<file path="src/include/xbuf_settings.svh">
`ifndef XBUF_SETTINGS_SVH
`define XBUF_SETTINGS_SVH

// Rows held in the buffer
`define XB_W 4

// Elements per slot, one per consumer lane
`define XB_H 4

// Depth slots per row
`define XB_D 4

// Element width in bits
`define XB_BITW 8

// Replicas of the row and depth counters
`define XB_REP 3

// Accumulator width, wide enough for XB_D*XB_H full-scale products
`define XB_ACCW 24

`endif

</file>
<file path="src/hdl/xbuf_pkg.sv">
`default_nettype none

`include "xbuf_settings.svh"

package xbuf_pkg;

  // One unsigned element
  typedef logic [`XB_BITW-1:0] xb_elem_t;

  // Host row word, element 0 in the low bits
  typedef xb_elem_t [`XB_H*`XB_D-1:0] xb_word_t;

  // One depth slot across all rows, W rows by H lanes
  typedef xb_elem_t [`XB_W-1:0][`XB_H-1:0] xb_slice_t;

  typedef xb_elem_t [`XB_H-1:0] xb_weight_t;  // One weight per lane

  // One accumulator per row
  typedef logic [`XB_W-1:0][`XB_ACCW-1:0] xb_result_t;

  // Row count, holds 0 to XB_W
  typedef logic [$clog2(`XB_W):0] xb_rows_t;

  // Column count, holds 0 to XB_H*XB_D
  typedef logic [$clog2(`XB_H*`XB_D):0] xb_cols_t;

  // Depth slot count, holds 0 to XB_D
  typedef logic [$clog2(`XB_D):0] xb_slots_t;

  // Load controller states
  typedef enum logic [1:0] {
    IDLE,   // Waiting for start
    LOAD,   // Taking host words
    SHIFT,  // Streaming slots to the consumer
    DRAIN   // Waiting for the result pulse
  } load_state_e;

endpackage : xbuf_pkg

`default_nettype wire

</file>
<file path="src/hdl/x_dot_unit.sv">
`timescale 1ns/1ps
`default_nettype none

`include "xbuf_settings.svh"

module x_dot_unit (
  input  logic                 clk_i,
  input  logic                 arst_n_i,
  input  logic                 clear_i,
  input  xbuf_pkg::xb_weight_t weight_i,
  input  xbuf_pkg::xb_slice_t  slice_i,
  input  logic                 slice_valid_i,
  input  logic                 slice_last_i,
  output xbuf_pkg::xb_result_t result_o,
  output logic                 result_valid_o
);

  xbuf_pkg::xb_result_t row_sum;  // Lane products summed per row
  xbuf_pkg::xb_result_t acc_q;
  logic                 done_q;

  always_comb begin : lane_sum
    for (int w = 0; w < `XB_W; w++) begin
      row_sum[w] = '0;
      for (int h = 0; h < `XB_H; h++) begin
        row_sum[w] += `XB_ACCW'(slice_i[w][h]) * `XB_ACCW'(weight_i[h]);
      end
    end
  end

  // Accumulators hold the result until the next job clears them
  always_ff @(posedge clk_i) begin : acc_regs
    if (clear_i) begin
      acc_q <= '0;
    end else if (slice_valid_i) begin
      for (int w = 0; w < `XB_W; w++) begin
        acc_q[w] <= acc_q[w] + row_sum[w];
      end
    end
  end

  always_ff @(posedge clk_i or negedge arst_n_i) begin : done_reg
    if (!arst_n_i) begin
      done_q <= 1'b0;
    end else begin
      done_q <= slice_valid_i && slice_last_i;  // Sums complete on the same edge
    end
  end

  assign result_o       = acc_q;
  assign result_valid_o = done_q;

  // Buffer marks only one slice per job as last
  a_result_pulse: assert property (
    @(posedge clk_i) disable iff (!arst_n_i)
    result_valid_o |=> !result_valid_o
  ) else $error("x_dot_unit: result_valid_o longer than one cycle");

endmodule : x_dot_unit

`default_nettype wire

</file>
<file path="config.mk">
export PLATFORM = sky130hd
export DESIGN_NAME = x_dot_unit
export DESIGN_NICKNAME = d
export VERILOG_FILES = /design/src/hdl/xbuf_pkg.sv /design/src/hdl/x_dot_unit.sv
export VERILOG_INCLUDE_DIRS = /design/src /design/src/include
export SDC_FILE = /design/constraint.sdc
export NUM_CORES = 2
export LEC_CHECK = 0
export BUFFER_PORTS_ARGS = -buffer_cell sky130_fd_sc_hd__buf_4
export CAP_MARGIN = 20
export CORE_MARGIN = 4
export CORE_UTILIZATION = 40
export DETAILED_ROUTE_END_ITERATION = 7
export HOLD_SLACK_MARGIN = 0.1
export PLACE_DENSITY = 0.57
export SLEW_MARGIN = 30
export SYNTH_ARGS = -nofsm -noshare
export SYNTH_HDL_FRONTEND = slang
export SYNTH_SLANG_ARGS = --single-unit
export TNS_END_PERCENT = 5
</file>
<file path="constraint.sdc">
create_clock -name clk_i -period 6.6 [get_ports clk_i]
set_input_delay 0 -clock clk_i [delete_from_list [all_inputs] [get_ports clk_i]]
set_output_delay 0 -clock clk_i [all_outputs]
set_load 0.01 [all_outputs]
</file>
== Word-level counts from Yosys, hierarchy flattened ==
Cells that the tools add are included.
Storage, ports and cells
  logic and storage cells: 38
  memory bits (writable): 0
  latch bits: 0
  bits in registers: 97
  memories: 0
  bits in read-only memories: 0
Operators by class
  multiplexer cells: 0
  eq/ne operators: 0
  shifts and indexed selects: 0
  bitwise operators: 0
  $mul: 16
  reduce and logical (&&, ||, !) cells: 1
  div/mod/pow operators: 0
  add/subtract/negate cells: 16
  magnitude comparators: 0
Operator list (count)
  $mul A8 B8 Y16: 16
  $add A24 B19 Y24: 4
  $add A18 B16 Y19: 4
  $add A17 B16 Y18: 4
  $add A16 B16 Y17: 4
  $logic_and A1 B1 Y1: 1

== Longest topological paths before layout ==
  depth in word-level cells: 5
  depth in mapped cells: 27
  depth with buffers taken out: 26

== Worst setup path after synthesis ==
OpenSTA, ideal clock, no wires.
  path type: register to register
  start: register acc_q (netlist bit result_o[29])
  end: register acc_q (netlist bit result_o[45])
  clock period less this slack: 6459 ps
  setup time: 123 ps
  path buffers: 0
  data required time: 6477 ps
  path slack: 141 ps
  stages on the path, launching flop included: 23
  arrival time: 6335 ps
  cell sequence: dfxtp_1 > inv_1 > fa_1 > inv_1 > fa_1 > fa_1 > inv_1 > fa_1 > fa_1 > inv_1 > fa_1 > inv_1 > fa_1 > inv_1 > fa_1 > ha_1 > nor2b_4 > o31a_1 > o41ai_2 > o211ai_2 > nand4_1 > a31oi_1 > mux2_1
Between the ends
  longest elaborated chain between the ends: 1
RTL lines
  start: declaration: line x_dot_unit.sv:19  | xbuf_pkg::xb_result_t acc_q;
  start signal: indexed assignment: line x_dot_unit.sv:37  | acc_q[w] <= acc_q[w] + row_sum[w];
  $add A24 B19 Y24: line x_dot_unit.sv:37
No other way between the ends.
A chain may end at the register's enable or synchronous reset.

== Worst setup path after layout ==
  start: register acc_q (netlist bit result_o[53])
  end: register acc_q (netlist bit result_o[67])
The elaborated chain is that of the path after synthesis.

==> results.txt <==
----------------------------------------------------
[Layout]
  Final net count ... 6,613
  Proportion of layout cells with a drive suffix above 1 ... a little over a tenth
  Area growth from synthesis to final layout ... 12.53%

[Yosys]
  Yosys cell types ... 64
  Post-synth design cell area ... 0.04214 mm²
  Top-count cell post-synth ... sky130_fd_sc_hd__inv_1
  Commonest cells post-synth ... sky130_fd_sc_hd__inv_1 (1,331), sky130_fd_sc_hd__fa_1 (968), sky130_fd_sc_hd__and2_1 (591)
  Sequential fraction of the synthesis area ... 4.620%
  Synthesized Nets ... 6,306
  Average size of a mapped cell ... approximately 9 µm²
  Top cells by area, synth ... sky130_fd_sc_hd__fa_1 (46%), sky130_fd_sc_hd__ha_1 (15%), sky130_fd_sc_hd__inv_1 (12%)
  Post-synthesis instance total ... 4,665
  Ys Warns ... 0
  Top cell type by total area after synthesis ... sky130_fd_sc_hd__fa_1
  Top flip-flop cell by instance count after synthesis ... sky130_fd_sc_hd__dfxtp_1
  Share of synthesized flip-flops with an asynchronous set or reset ... 1.031%
  Count of flip-flops with a built-in enable after synthesis ... 0
  Number of flip-flops and latches in the synthesized netlist ... 97
  Top cell type's share of synthesized area ... 45.98%

[Floorplanning]
  Placement Rows ... between 100 and 150
  Initial cell density of the core ... 40.49%
  DIE HEIGHT ... 332.6 µm
  Ports ... 262
  Placeable Area ... 0.1041 mm²
  Horiz. Die Dim ... 332.6 µm
  Area enclosed by the die boundary ... 0.1106 mm²

[Setup path]
  Kind of capture point of the worst setup path ... register
  WS Path Type ... register to register
  Critical path data required time ... 6.90 ns
  Type of element launching the critical path ... register
  Data arrival time at the worst-slack endpoint ... between 6 and 7 ns
  CP Max Fanout ... 2

[STA]
  Post-layout min period ... 6.575 ns
  Final hold viol count ... 0
  Worst setup skew after layout ... 0.01330 ns
  Actual slew at the worst max-slew pin ... 0.8826 ns
  Setup TNS after final layout ... 0 ns
  Slew Limit Headroom ... 41.10%
  Setup repair after global routing missed its margin ... true
  Period Utilization, post-route ... 99.62%
  Final setup violating endpoints ... 0
  Maximum clock frequency ... 0.1521 GHz
  Max Slew Vio Count ... 0

[Run]
  Max capacitance violation total ... 0

[Clock network]
  Number of buffers on the longest clock path ... 2
  Clock latency of the later-clocked register in the worst-skew pair ... about 0.42 ns
  Htree depth ... 3
  Number of sinks driven by the clock tree ... 97
  Clk slew on worst S/H paths ... 0.09 ns
  Clock buffers created by TritonCTS ... 9
  Clk root buf ... sky130_fd_sc_hd__clkbuf_16
  Clock tree from TritonCTS ... done

[Routing]
  DRC violation total after the first TritonRoute iteration ... 1,464
  Total DRC errors in the routed layout ... 0
  Final Routed Wirelength ... 117.2 mm
  Average routed wire per standard cell ... 18.43 µm
  First-pass DRT Iterations ... 5
  Antenna-violating nets left ... 0
  Via count normalized by instance count ... 4.796
  Vias ... 30,505

[Global route]
  Number of global-route vias before repair ... approximately 33,000
  Initial antenna violation count ... 10
  GRT Total Usage ... 21.90%
  Maximum number of pins on one net before global-route repair ... 41
  Wire length of the first global-routing pass ... 188.1 mm
  Total grt overflow ... 0

[Placed design]
  HPWL after detailed placement ... 101.7 mm
  Final RePlAce weighted congestion ... 0.8654
  I/O Buffers ... 261

[Run status]
  Run status ... finished clean

[Worst hold path]
  Worst hold path type ... input port to register

----------------------------------------------------
cells by family after synthesis:
family / count (synthesis) / share of synthesized area (%)
AND/OR/NAND/NOR: 1309 / 15.82
multiplexers: 36 / 0.8670
XOR/XNOR: 42 / 0.8729
adder cells (fa/ha/maj): 1476 / 61.07
AO/OA/AOI/OAI: 246 / 3.750
buffers and inverters: 1459 / 13.01
flip-flops: 97 / 4.620
sequential cells by signal, indices dropped and copies added, names as in the netlist:
| register | cells |
|---|---|
| result_o | 96 |
| result_valid_o | 1 |
final cells by class:
class,count,area [µm²]
diodes,4,10.01
clock buffers,9,225.2
clock inverters,7,63.81
fillers,10343,56660
inverters,1331,4996
multi-input cells,3109,35000
flip-flops and latches,97,1966
well taps,1380,1727
repair buffers,424,3438
path summary, 6_finish.rpt:
path                                from             end  slack [ns]  depth (start not counted)
max in group asynchronous       arst_n_i  result_valid_o        6.09                          3
hold / removal             slice_valid_i    result_o[55]        0.16                          3
setup reg to reg            result_o[53]    result_o[67]        0.02                         22
min in group asynchronous       arst_n_i  result_valid_o        0.41                          3
hold reg to reg             result_o[55]    result_o[55]        0.49                          2
setup / recovery            result_o[53]    result_o[67]        0.02                         22
worst max-delay path, cell delays in order (launching register included):
cell and delay (ns):
sky130_fd_sc_hd__dfxtp_2 0.33, sky130_fd_sc_hd__inv_1 0.05, sky130_fd_sc_hd__fa_1 0.54, sky130_fd_sc_hd__inv_1 0.05, sky130_fd_sc_hd__fa_1 0.45, sky130_fd_sc_hd__fa_1 0.50, sky130_fd_sc_hd__inv_1 0.06, sky130_fd_sc_hd__fa_1 0.46
sky130_fd_sc_hd__fa_1 0.54, sky130_fd_sc_hd__inv_2 0.04, sky130_fd_sc_hd__fa_1 0.53, sky130_fd_sc_hd__inv_1 0.05, sky130_fd_sc_hd__fa_1 0.47, sky130_fd_sc_hd__inv_1 0.05, sky130_fd_sc_hd__fa_1 0.43, sky130_fd_sc_hd__ha_1 0.30
sky130_fd_sc_hd__nor2b_4 0.13, sky130_fd_sc_hd__o31a_1 0.31, sky130_fd_sc_hd__o211ai_2 0.28, sky130_fd_sc_hd__a21oi_2 0.11, sky130_fd_sc_hd__o21a_1 0.19, sky130_fd_sc_hd__or3_1 0.34, sky130_fd_sc_hd__a32o_1 0.25
placed cells by master, fill, tap and decap left out, types with 7 or more instances in the layout:
cell,n
sky130_fd_sc_hd__a211oi_1,9
sky130_fd_sc_hd__a21o_1,28
sky130_fd_sc_hd__a21oi_1,69
sky130_fd_sc_hd__a21oi_2,8
sky130_fd_sc_hd__and2_1,591
sky130_fd_sc_hd__and3_1,12
sky130_fd_sc_hd__buf_12,18
sky130_fd_sc_hd__buf_4,401
sky130_fd_sc_hd__clkbuf_16,9
sky130_fd_sc_hd__dfxtp_1,81
sky130_fd_sc_hd__dfxtp_2,15
sky130_fd_sc_hd__fa_1,956
sky130_fd_sc_hd__fa_2,12
sky130_fd_sc_hd__ha_1,497
sky130_fd_sc_hd__ha_4,8
sky130_fd_sc_hd__inv_1,1320
sky130_fd_sc_hd__inv_2,11
sky130_fd_sc_hd__mux2i_1,32
sky130_fd_sc_hd__nand2_1,508
sky130_fd_sc_hd__nand3_1,22
sky130_fd_sc_hd__nand4_1,10
sky130_fd_sc_hd__nor2_1,92
sky130_fd_sc_hd__nor2b_1,15
sky130_fd_sc_hd__nor3_1,17
sky130_fd_sc_hd__o211ai_1,7
sky130_fd_sc_hd__o21a_1,12
sky130_fd_sc_hd__o21ai_0,51
sky130_fd_sc_hd__o31ai_1,7
sky130_fd_sc_hd__or3_1,10
sky130_fd_sc_hd__xnor2_1,22
sky130_fd_sc_hd__xor2_1,20
what timing repair did:
action / CTS / global route
setup buffers: 0 / 3
pin swaps: 7 / 50
hold buffers: 4 / 0
endpoints found under the hold margin: 31 / 0
resized for setup: 10 / 74
setup endpoints to repair: 8 / 46
per-layer routing:
layer / global-route usage (%) / wire, µm
met1: 30.67 / 52800
met3: 3.895 / 6932
met2: 36.04 / 55050
met5: 0 / 23
met4: 3.963 / 2417
through the flow:
| stage | hold slack [ns] | area, µm² | setup slack (ns) | std cells | utilization [%] |
|---|---|---|---|---|---|
| floorplan | -0.2956 | 42140 | 0.1413 | 4665 | - |
| global placement | -0.2242 | 46740 | -0.1935 | 6333 | 44.91 |
| detailed placement | -0.2232 | 46770 | -0.2662 | 6334 | 44.93 |
| CTS | 0.1475 | 47130 | -0.04086 | 6354 | 45.28 |
| global route | 0.1911 | 47410 | -0.1508 | 6357 | 45.55 |
| finish | 0.1576 | 47420 | 0.02498 | 6361 | 45.56 |
Power is not shown: default switching activity piles up to over one toggle a cycle in this logic, so the estimate is an artifact.
