$ cat config.mk
export PLATFORM = sky130hd
export DESIGN_NAME = x_load_ctrl_flat
export DESIGN_NICKNAME = d
export VERILOG_FILES = /design/src/hdl/xbuf_pkg.sv /design/src/hdl/xbuf_ctrl_if.sv /design/src/hdl/x_load_ctrl.sv /design/src/flat_wrapper.sv
export VERILOG_INCLUDE_DIRS = /design/src /design/src/include
export SDC_FILE = /design/constraint.sdc
export NUM_CORES = 1
export LEC_CHECK = 0
export ABC_AREA = 1
export BUFFER_PORTS_ARGS = -buffer_cell sky130_fd_sc_hd__buf_2
export CAP_MARGIN = 30
export CORE_AREA = 4 4 41 43
export CTS_CLUSTER_SIZE = 12
export DETAILED_ROUTE_END_ITERATION = 12
export DIE_AREA = 0 0 45 47
export GPL_ROUTABILITY_DRIVEN = 0
export PLACE_DENSITY = 0.77
export SYNTH_ARGS = -nofsm -noshare
export SYNTH_HDL_FRONTEND = slang
export SYNTH_SLANG_ARGS = --single-unit
$ cat constraint.sdc
create_clock -name clk_i -period 1.95 [get_ports clk_i]
set_input_delay 0.39 -clock clk_i [delete_from_list [all_inputs] [get_ports clk_i]]
set_output_delay 0.39 -clock clk_i [all_outputs]
set_load 0.01 [all_outputs]
$ cat src/include/xbuf_settings.svh
`ifndef XBUF_SETTINGS_SVH
`define XBUF_SETTINGS_SVH

// Rows held in the buffer
`define XB_W 4

// Elements per slot, one per consumer lane
`define XB_H 4

// Depth slots per row
`define XB_D 4

// Element width in bits
`define XB_BITW 8

// Replicas of the row and depth counters
`define XB_REP 3

// Accumulator width, wide enough for XB_D*XB_H full-scale products
`define XB_ACCW 24

`endif

$ cat src/hdl/xbuf_pkg.sv
`default_nettype none

`include "xbuf_settings.svh"

package xbuf_pkg;

  // One unsigned element
  typedef logic [`XB_BITW-1:0] xb_elem_t;

  // Host row word, element 0 in the low bits
  typedef xb_elem_t [`XB_H*`XB_D-1:0] xb_word_t;

  // One depth slot across all rows, W rows by H lanes
  typedef xb_elem_t [`XB_W-1:0][`XB_H-1:0] xb_slice_t;

  typedef xb_elem_t [`XB_H-1:0] xb_weight_t;  // One weight per lane

  // One accumulator per row
  typedef logic [`XB_W-1:0][`XB_ACCW-1:0] xb_result_t;

  // Row count, holds 0 to XB_W
  typedef logic [$clog2(`XB_W):0] xb_rows_t;

  // Column count, holds 0 to XB_H*XB_D
  typedef logic [$clog2(`XB_H*`XB_D):0] xb_cols_t;

  // Depth slot count, holds 0 to XB_D
  typedef logic [$clog2(`XB_D):0] xb_slots_t;

  // Load controller states
  typedef enum logic [1:0] {
    IDLE,   // Waiting for start
    LOAD,   // Taking host words
    SHIFT,  // Streaming slots to the consumer
    DRAIN   // Waiting for the result pulse
  } load_state_e;

endpackage : xbuf_pkg

`default_nettype wire

$ cat src/hdl/xbuf_ctrl_if.sv
`timescale 1ns/1ps
`default_nettype none

// Control strobes and flags between load controller and X buffer
interface xbuf_ctrl_if;

  logic               clear;        // Restart pulse, zeroes store and counters
  logic               load;         // Write the host word into the next row
  logic               d_shift;      // Shift one depth slot out
  xbuf_pkg::xb_rows_t rows_lftovr;  // Zero means all rows
  xbuf_pkg::xb_cols_t cols_lftovr;  // Zero means all columns
  logic               full;         // Row limit reached
  logic               empty;        // All valid slots shifted out

  modport ctrl (
    output clear,
    output load,
    output d_shift,
    output rows_lftovr,
    output cols_lftovr,
    input  full,
    input  empty
  );

  modport buffer (
    input  clear,
    input  load,
    input  d_shift,
    input  rows_lftovr,
    input  cols_lftovr,
    output full,
    output empty
  );

endinterface : xbuf_ctrl_if

`default_nettype wire

$ cat src/hdl/x_load_ctrl.sv
`timescale 1ns/1ps
`default_nettype none

module x_load_ctrl (
  input  logic               clk_i,
  input  logic               arst_n_i,
  input  logic               start_i,
  input  xbuf_pkg::xb_rows_t rows_i,
  input  xbuf_pkg::xb_cols_t cols_i,
  input  logic               word_valid_i,
  output logic               load_ready_o,
  output logic               busy_o,
  input  logic               result_valid_i,
  xbuf_ctrl_if.ctrl          ctrl
);

  xbuf_pkg::load_state_e state_d, state_q;
  xbuf_pkg::xb_rows_t    rows_q;
  xbuf_pkg::xb_cols_t    cols_q;
  logic                  accept_start;

  // Start only counts in IDLE, later pulses are dropped
  assign accept_start = (state_q == xbuf_pkg::IDLE) && start_i;

  always_comb begin : next_state
    state_d = state_q;
    case (state_q)
      xbuf_pkg::IDLE: begin
        if (start_i) begin
          state_d = xbuf_pkg::LOAD;
        end
      end
      xbuf_pkg::LOAD: begin
        if (ctrl.full) begin
          state_d = xbuf_pkg::SHIFT;
        end
      end
      xbuf_pkg::SHIFT: begin
        if (ctrl.empty) begin
          state_d = xbuf_pkg::DRAIN;
        end
      end
      xbuf_pkg::DRAIN: begin
        if (result_valid_i) begin
          state_d = xbuf_pkg::IDLE;
        end
      end
      default: state_d = xbuf_pkg::IDLE;
    endcase
  end

  always_ff @(posedge clk_i or negedge arst_n_i) begin : state_regs
    if (!arst_n_i) begin
      state_q <= xbuf_pkg::IDLE;
      rows_q  <= '0;
      cols_q  <= '0;
    end else begin
      state_q <= state_d;
      if (accept_start) begin  // Leftovers stay fixed for the whole job
        rows_q <= rows_i;
        cols_q <= cols_i;
      end
    end
  end

  // Host may only write while the buffer has room
  assign load_ready_o = (state_q == xbuf_pkg::LOAD) && !ctrl.full;
  assign busy_o       = (state_q != xbuf_pkg::IDLE);

  assign ctrl.clear       = accept_start;
  assign ctrl.load        = word_valid_i && load_ready_o;  // Other strobes are ignored
  assign ctrl.d_shift     = (state_q == xbuf_pkg::SHIFT) && !ctrl.empty;
  assign ctrl.rows_lftovr = rows_q;
  assign ctrl.cols_lftovr = cols_q;

  // Store can't be written and shifted in the same cycle
  a_load_shift_excl: assert property (
    @(posedge clk_i) disable iff (!arst_n_i)
    !(ctrl.load && ctrl.d_shift)
  ) else $error("x_load_ctrl: load and d_shift high together");

endmodule : x_load_ctrl

`default_nettype wire

$ cat src/flat_wrapper.sv
// flat-port wrapper written by rule: the top's interface ports become plain ports
module x_load_ctrl_flat 
  (clk_i, arst_n_i, start_i, rows_i, cols_i, word_valid_i, load_ready_o, busy_o, result_valid_i, ctrl_clear, ctrl_load, ctrl_d_shift, ctrl_rows_lftovr, ctrl_cols_lftovr, ctrl_full, ctrl_empty);
  xbuf_ctrl_if ctrl_i ();
  input  logic clk_i;
  input  logic arst_n_i;
  input  logic start_i;
  input  xbuf_pkg::xb_rows_t rows_i;
  input  xbuf_pkg::xb_cols_t cols_i;
  input  logic word_valid_i;
  output logic load_ready_o;
  output logic busy_o;
  input  logic result_valid_i;
  output wire logic [$bits(ctrl_i.clear)-1:0] ctrl_clear;
  output wire logic [$bits(ctrl_i.load)-1:0] ctrl_load;
  output wire logic [$bits(ctrl_i.d_shift)-1:0] ctrl_d_shift;
  output wire logic [$bits(ctrl_i.rows_lftovr)-1:0] ctrl_rows_lftovr;
  output wire logic [$bits(ctrl_i.cols_lftovr)-1:0] ctrl_cols_lftovr;
  input wire logic [$bits(ctrl_i.full)-1:0] ctrl_full;
  input wire logic [$bits(ctrl_i.empty)-1:0] ctrl_empty;
  assign ctrl_clear = ctrl_i.clear;
  assign ctrl_load = ctrl_i.load;
  assign ctrl_d_shift = ctrl_i.d_shift;
  assign ctrl_rows_lftovr = ctrl_i.rows_lftovr;
  assign ctrl_cols_lftovr = ctrl_i.cols_lftovr;
  assign ctrl_i.full = ctrl_full;
  assign ctrl_i.empty = ctrl_empty;
  x_load_ctrl u_core (.clk_i(clk_i), .arst_n_i(arst_n_i), .start_i(start_i), .rows_i(rows_i), .cols_i(cols_i), .word_valid_i(word_valid_i), .load_ready_o(load_ready_o), .busy_o(busy_o), .result_valid_i(result_valid_i), .ctrl(ctrl_i));
endmodule
# Word level (Yosys, flattened, before mapping)
# Cells that the tools add are included.
[word_totals] register_bits=10 latch_bits=0 ramBits=0 rom_bits=0 input_bits=15 output_inout_bits=13 memories=0
[classes] addsub=0 n_mul=0 n_div=0 order_cmp=0 n_eq_ne=7 n_shift=0 muxes=5 bitwise=0 reduce_logical=9
[ops] cell="$mux W2" count=4
[ops] cell="$ne A2 B2 Y1 const B" count=4
[ops] cell="$pmux W2 S4" count=1
[ops] cell="$eq A2 B2 Y1 const B" count=2
[ops] cell="$logic_and A1 B1 Y1" count=4
[ops] cell="$reduce_and A4 Y1" count=1
[ops] cell="$eq A2 B1 Y1 const B" count=1
[ops] cell="$logic_not A1 Y1" count=2
[ops] cell="$logic_not A2 Y1" count=1
[ops] cell="$reduce_bool A2 Y1" count=1

# Depth between registers and ports, before layout
[depth] word_depth=3 mapped_depth=7 mapped_depth_nobuf=7

# Worst setup path after synthesis
# Ideal clock, no wire load.
[synth_timing] kind="reg2out" start="register u_core.state_q[0]" end="output ctrl_clear" t_arrival_ns=0.927 required_ns=1.560 slack_ns=0.633 stages_incl_launch_ff=5 path_buffers=0 cell_sequence="dfrtp_1 inv_1 ha_1 nand2_2 inv_2"
[synth_via] elab_chain_cells=2
[synth_rtl] item="start: declaration" line="x_load_ctrl.sv:17" text="xbuf_pkg::load_state_e state_d, state_q;"
[synth_rtl] item="start signal: assignment" line="x_load_ctrl.sv:54" text="state_q <= xbuf_pkg::IDLE;"
[synth_rtl] item="start signal: assignment" line="x_load_ctrl.sv:58" text="state_q <= state_d;"
[synth_rtl] item="$logic_not A2 Y1" line="x_load_ctrl.sv:23" text="assign accept_start = (state_q == xbuf_pkg::IDLE) && start_i;"
[synth_rtl] item="$logic_and A1 B1 Y1" line="x_load_ctrl.sv:23"
[synth_rtl] item="end: declaration" line="flat_wrapper.sv:14" text="output wire logic [$bits(ctrl_i.clear)-1:0] ctrl_clear;"
# Every way passes these cells.

# Final worst setup path
[layout_timing] start="register u_core.state_q[1]" end="output ctrl_clear"
# The elaborated chain is that of the path after synthesis.

==> out/qor.yml <==
outcome:
  status: "complete, no violations"
sta:
  drv_slew: 0
  fin_crit_sh_pct: 92.0
  rsz0062_at_grt: "no"
  hold_viol: 0
  period_needed_ps: 1790
  clock.fmax_mhz: 557
  max_slew_margin_pct: 85.9
  setup_total_negative_slack_ps: 0
  worstMarginPinSlew_ps: 211
  setup_ws_ps: 156
  finClkSkew_ps: 3.58
  setup_viol: 0
route:
  dr.pass1.iters: 5
  via_per_inst: 4.45
  drt_iter0_markers: 10
  drc: 0
  wl_um: 1090
  wl_per_cell_um: 9.65
  vias: 503
  ant_nets: 0
placed_design:
  dpl.hpwl_um: 922
  portBuffers: 27
  dp_slack_ps: 394
global_route:
  grt_pass1_vias: 435
  busiest_layer: "met2"
  track_usage_pct: 12.0
  antenna_found_initial: 0
  overflow: 0
  use_met2_pct: 21.5
  grt_max_degree: 11
  grt_pass1_wl_um: 1820
  met1_usage_pct: 12.9
  grt_use_met3_pct: 3.83
synth:
  synth-xor-area-share_pct: 0
  synthAdderAreaFrac_pct: 12.2
  yosysWarnings: 0
  ys.flop_type: "dfrtp_1"
  syn_inst: 66
  synth_area_um2: 512
  yosys-top-cells-count: "34 x nand2_1, 10 x dfrtp_1, 10 x inv_1, 5 x ha_1"
  ys_ff_latch: 10
  yosysMostFrequentCell: "nand2_1"
  ys_types: 9
  synth-compound-area-share_pct: 1.96
  yosys.area.top_type: "dfrtp_1"
  synth_top_cell_area_share_pct: 48.9
  synth_edf_count: 0
  synth_top_family_by_area: "simple AND/OR/NAND/NOR gates"
  syn_avg_cell_area_um2: 7.75
  ys_seq_area_share_pct: 48.9
  synthSimpleGateAreaFrac_pct: 28.9
  async_reset_ff_share_pct: 100
  syn-num-nets: 86
  synth.top_cells.by_area: "dfrtp_1 49%, nand2_1 25%, ha_1 12%, inv_1 7.3%, o21ai_0 2.0%"
  synthMuxAreaShare_pct: 0
clock_network:
  cts_max_level: 1
  clock_sinks: 10
  clk_pin_slew_ps: 60
  clock_latency_ps: 250
  clock_path_buffers: 2
  cts_tree: "yes"
  cts-root-buf: "clkbuf_4"
  numCtsBuffers: 3
  cts_setup_buffers: 0
die:
  core_um2: 1300
  ios: 28
  initial_core_util_pct: 39.3
  die_w_um: 45
  die_y_um: 47
  row_count: 13
  die_area_um2: 2120
setup_path:
  crit_fanout: 9
  startpoint_type: "flip-flop"
  cp_data_required_time_ps: 1560
  worstSetupPathType: "flip-flop to output pin"
  worstSetupEndpointType: "output pin"
  arrival_ps: 1400
power:
  p_per_area_nw_per_um2: 1450
  p_leak_nw: 0.477
  ir_drop_mv: 0.777
finish:
  diodes: 0
  area_growth_syn_to_layout_pct: 39.6
  n_fill_cell: 135
  final_nets: 119
  final_layout_size_suffix_gt1_share_pct: 34.7
run:
  maxCapViolCount: 0
hold_path:
  hp-class: "input port to flip-flop"
## per-stage QoR
stage	instance area (µm²)	hold slack, ps	cells	utilization (%)	total power, mW
floorplan	512	94.4	66	-	0.677
global placement	666	255	108	51.2	0.857
detailed placement	666	261	108	51.2	0.871
CTS	712	323	113	54.7	1.06
global route	714	330	113	54.9	1.16
finish	714	329	113	54.9	1.04
## layout make-up
class                   count  area [µm²]  area share, %
multi-input cells          45         220           30.8
flip-flops and latches     10         250           35.0
clock buffers               4        36.3           5.08
inverters                  11        43.8           6.13
repair buffers             28         145           20.3
well taps                  15        18.8           2.63
## logic make-up after synthesis
family	Yosys count
simple gates	38
buf+inv	11
flops	10
fa+ha+maj	5
compound gates	2
## power by group
part           internal, mW  switching (mW)
logic                 0.202           0.288
clock network         0.113          0.0635
registers             0.309          0.0603
## path summary, 6_finish.rpt
path | end | from | slack, ps | cells after the start
min in group asynchronous | u_core.ctrl.cols_lftovr[4]$_DFFE_PN0P_ | arst_n_i | 510 | 2
max in group asynchronous | u_core.ctrl.cols_lftovr[3]$_DFFE_PN0P_ | arst_n_i | 1250 | 2
worst max-delay path | ctrl_clear | u_core.state_q[1]$_DFFE_PN0P_ | 160 | 5
worst min register to register | u_core.ctrl.cols_lftovr[0]$_DFFE_PN0P_ | u_core.ctrl.cols_lftovr[0]$_DFFE_PN0P_ | 480 | 2
worst max register to register | u_core.state_q[0]$_DFFE_PN0P_ | u_core.state_q[0]$_DFFE_PN0P_ | 730 | 5
worst min-delay path | u_core.ctrl.rows_lftovr[0]$_DFFE_PN0P_ | rows_i[0] | 330 | 3
## routing by layer
metal	share of wire (%)	wire length, µm
met3	13	137
met5	0	0
met2	47	515
met1	40	437
met4	0	0
## flip-flops by register name (all words and copies together) (netlist names)
name	flops
u_core.ctrl.cols_lftovr	5
u_core.ctrl.rows_lftovr	3
u_core.state_q	2
## what timing repair did
action	in CTS	in global routing
endpoints found under the setup margin	0	1
resized for setup	0	1
hold endpoints to repair	10	0
hold buffers	1	0
## critical path, stage by stage (launching register included)
cell and delay (ps):
dfrtp_1 410, inv_1 120, ha_1 210, nand2_2 150, inv_4 120, buf_2 130
## cells in the final DEF, fill, tap and decap left out
cell | netlist | routed
nand2_1 | 34 | 34
buf_2 | 0 | 27
inv_1 | 10 | 10
dfrtp_1 | 10 | 10
ha_1 | 5 | 5
clkbuf_4 | 0 | 3
nor2_1 | 2 | 2
o21ai_0 | 2 | 2
nand2_2 | 1 | 1
inv_4 | 0 | 1
or2_2 | 1 | 1
clkbuf_8 | 0 | 1
dlygate4sd3_1 | 0 | 1
(Power assumes the default switching activity.)
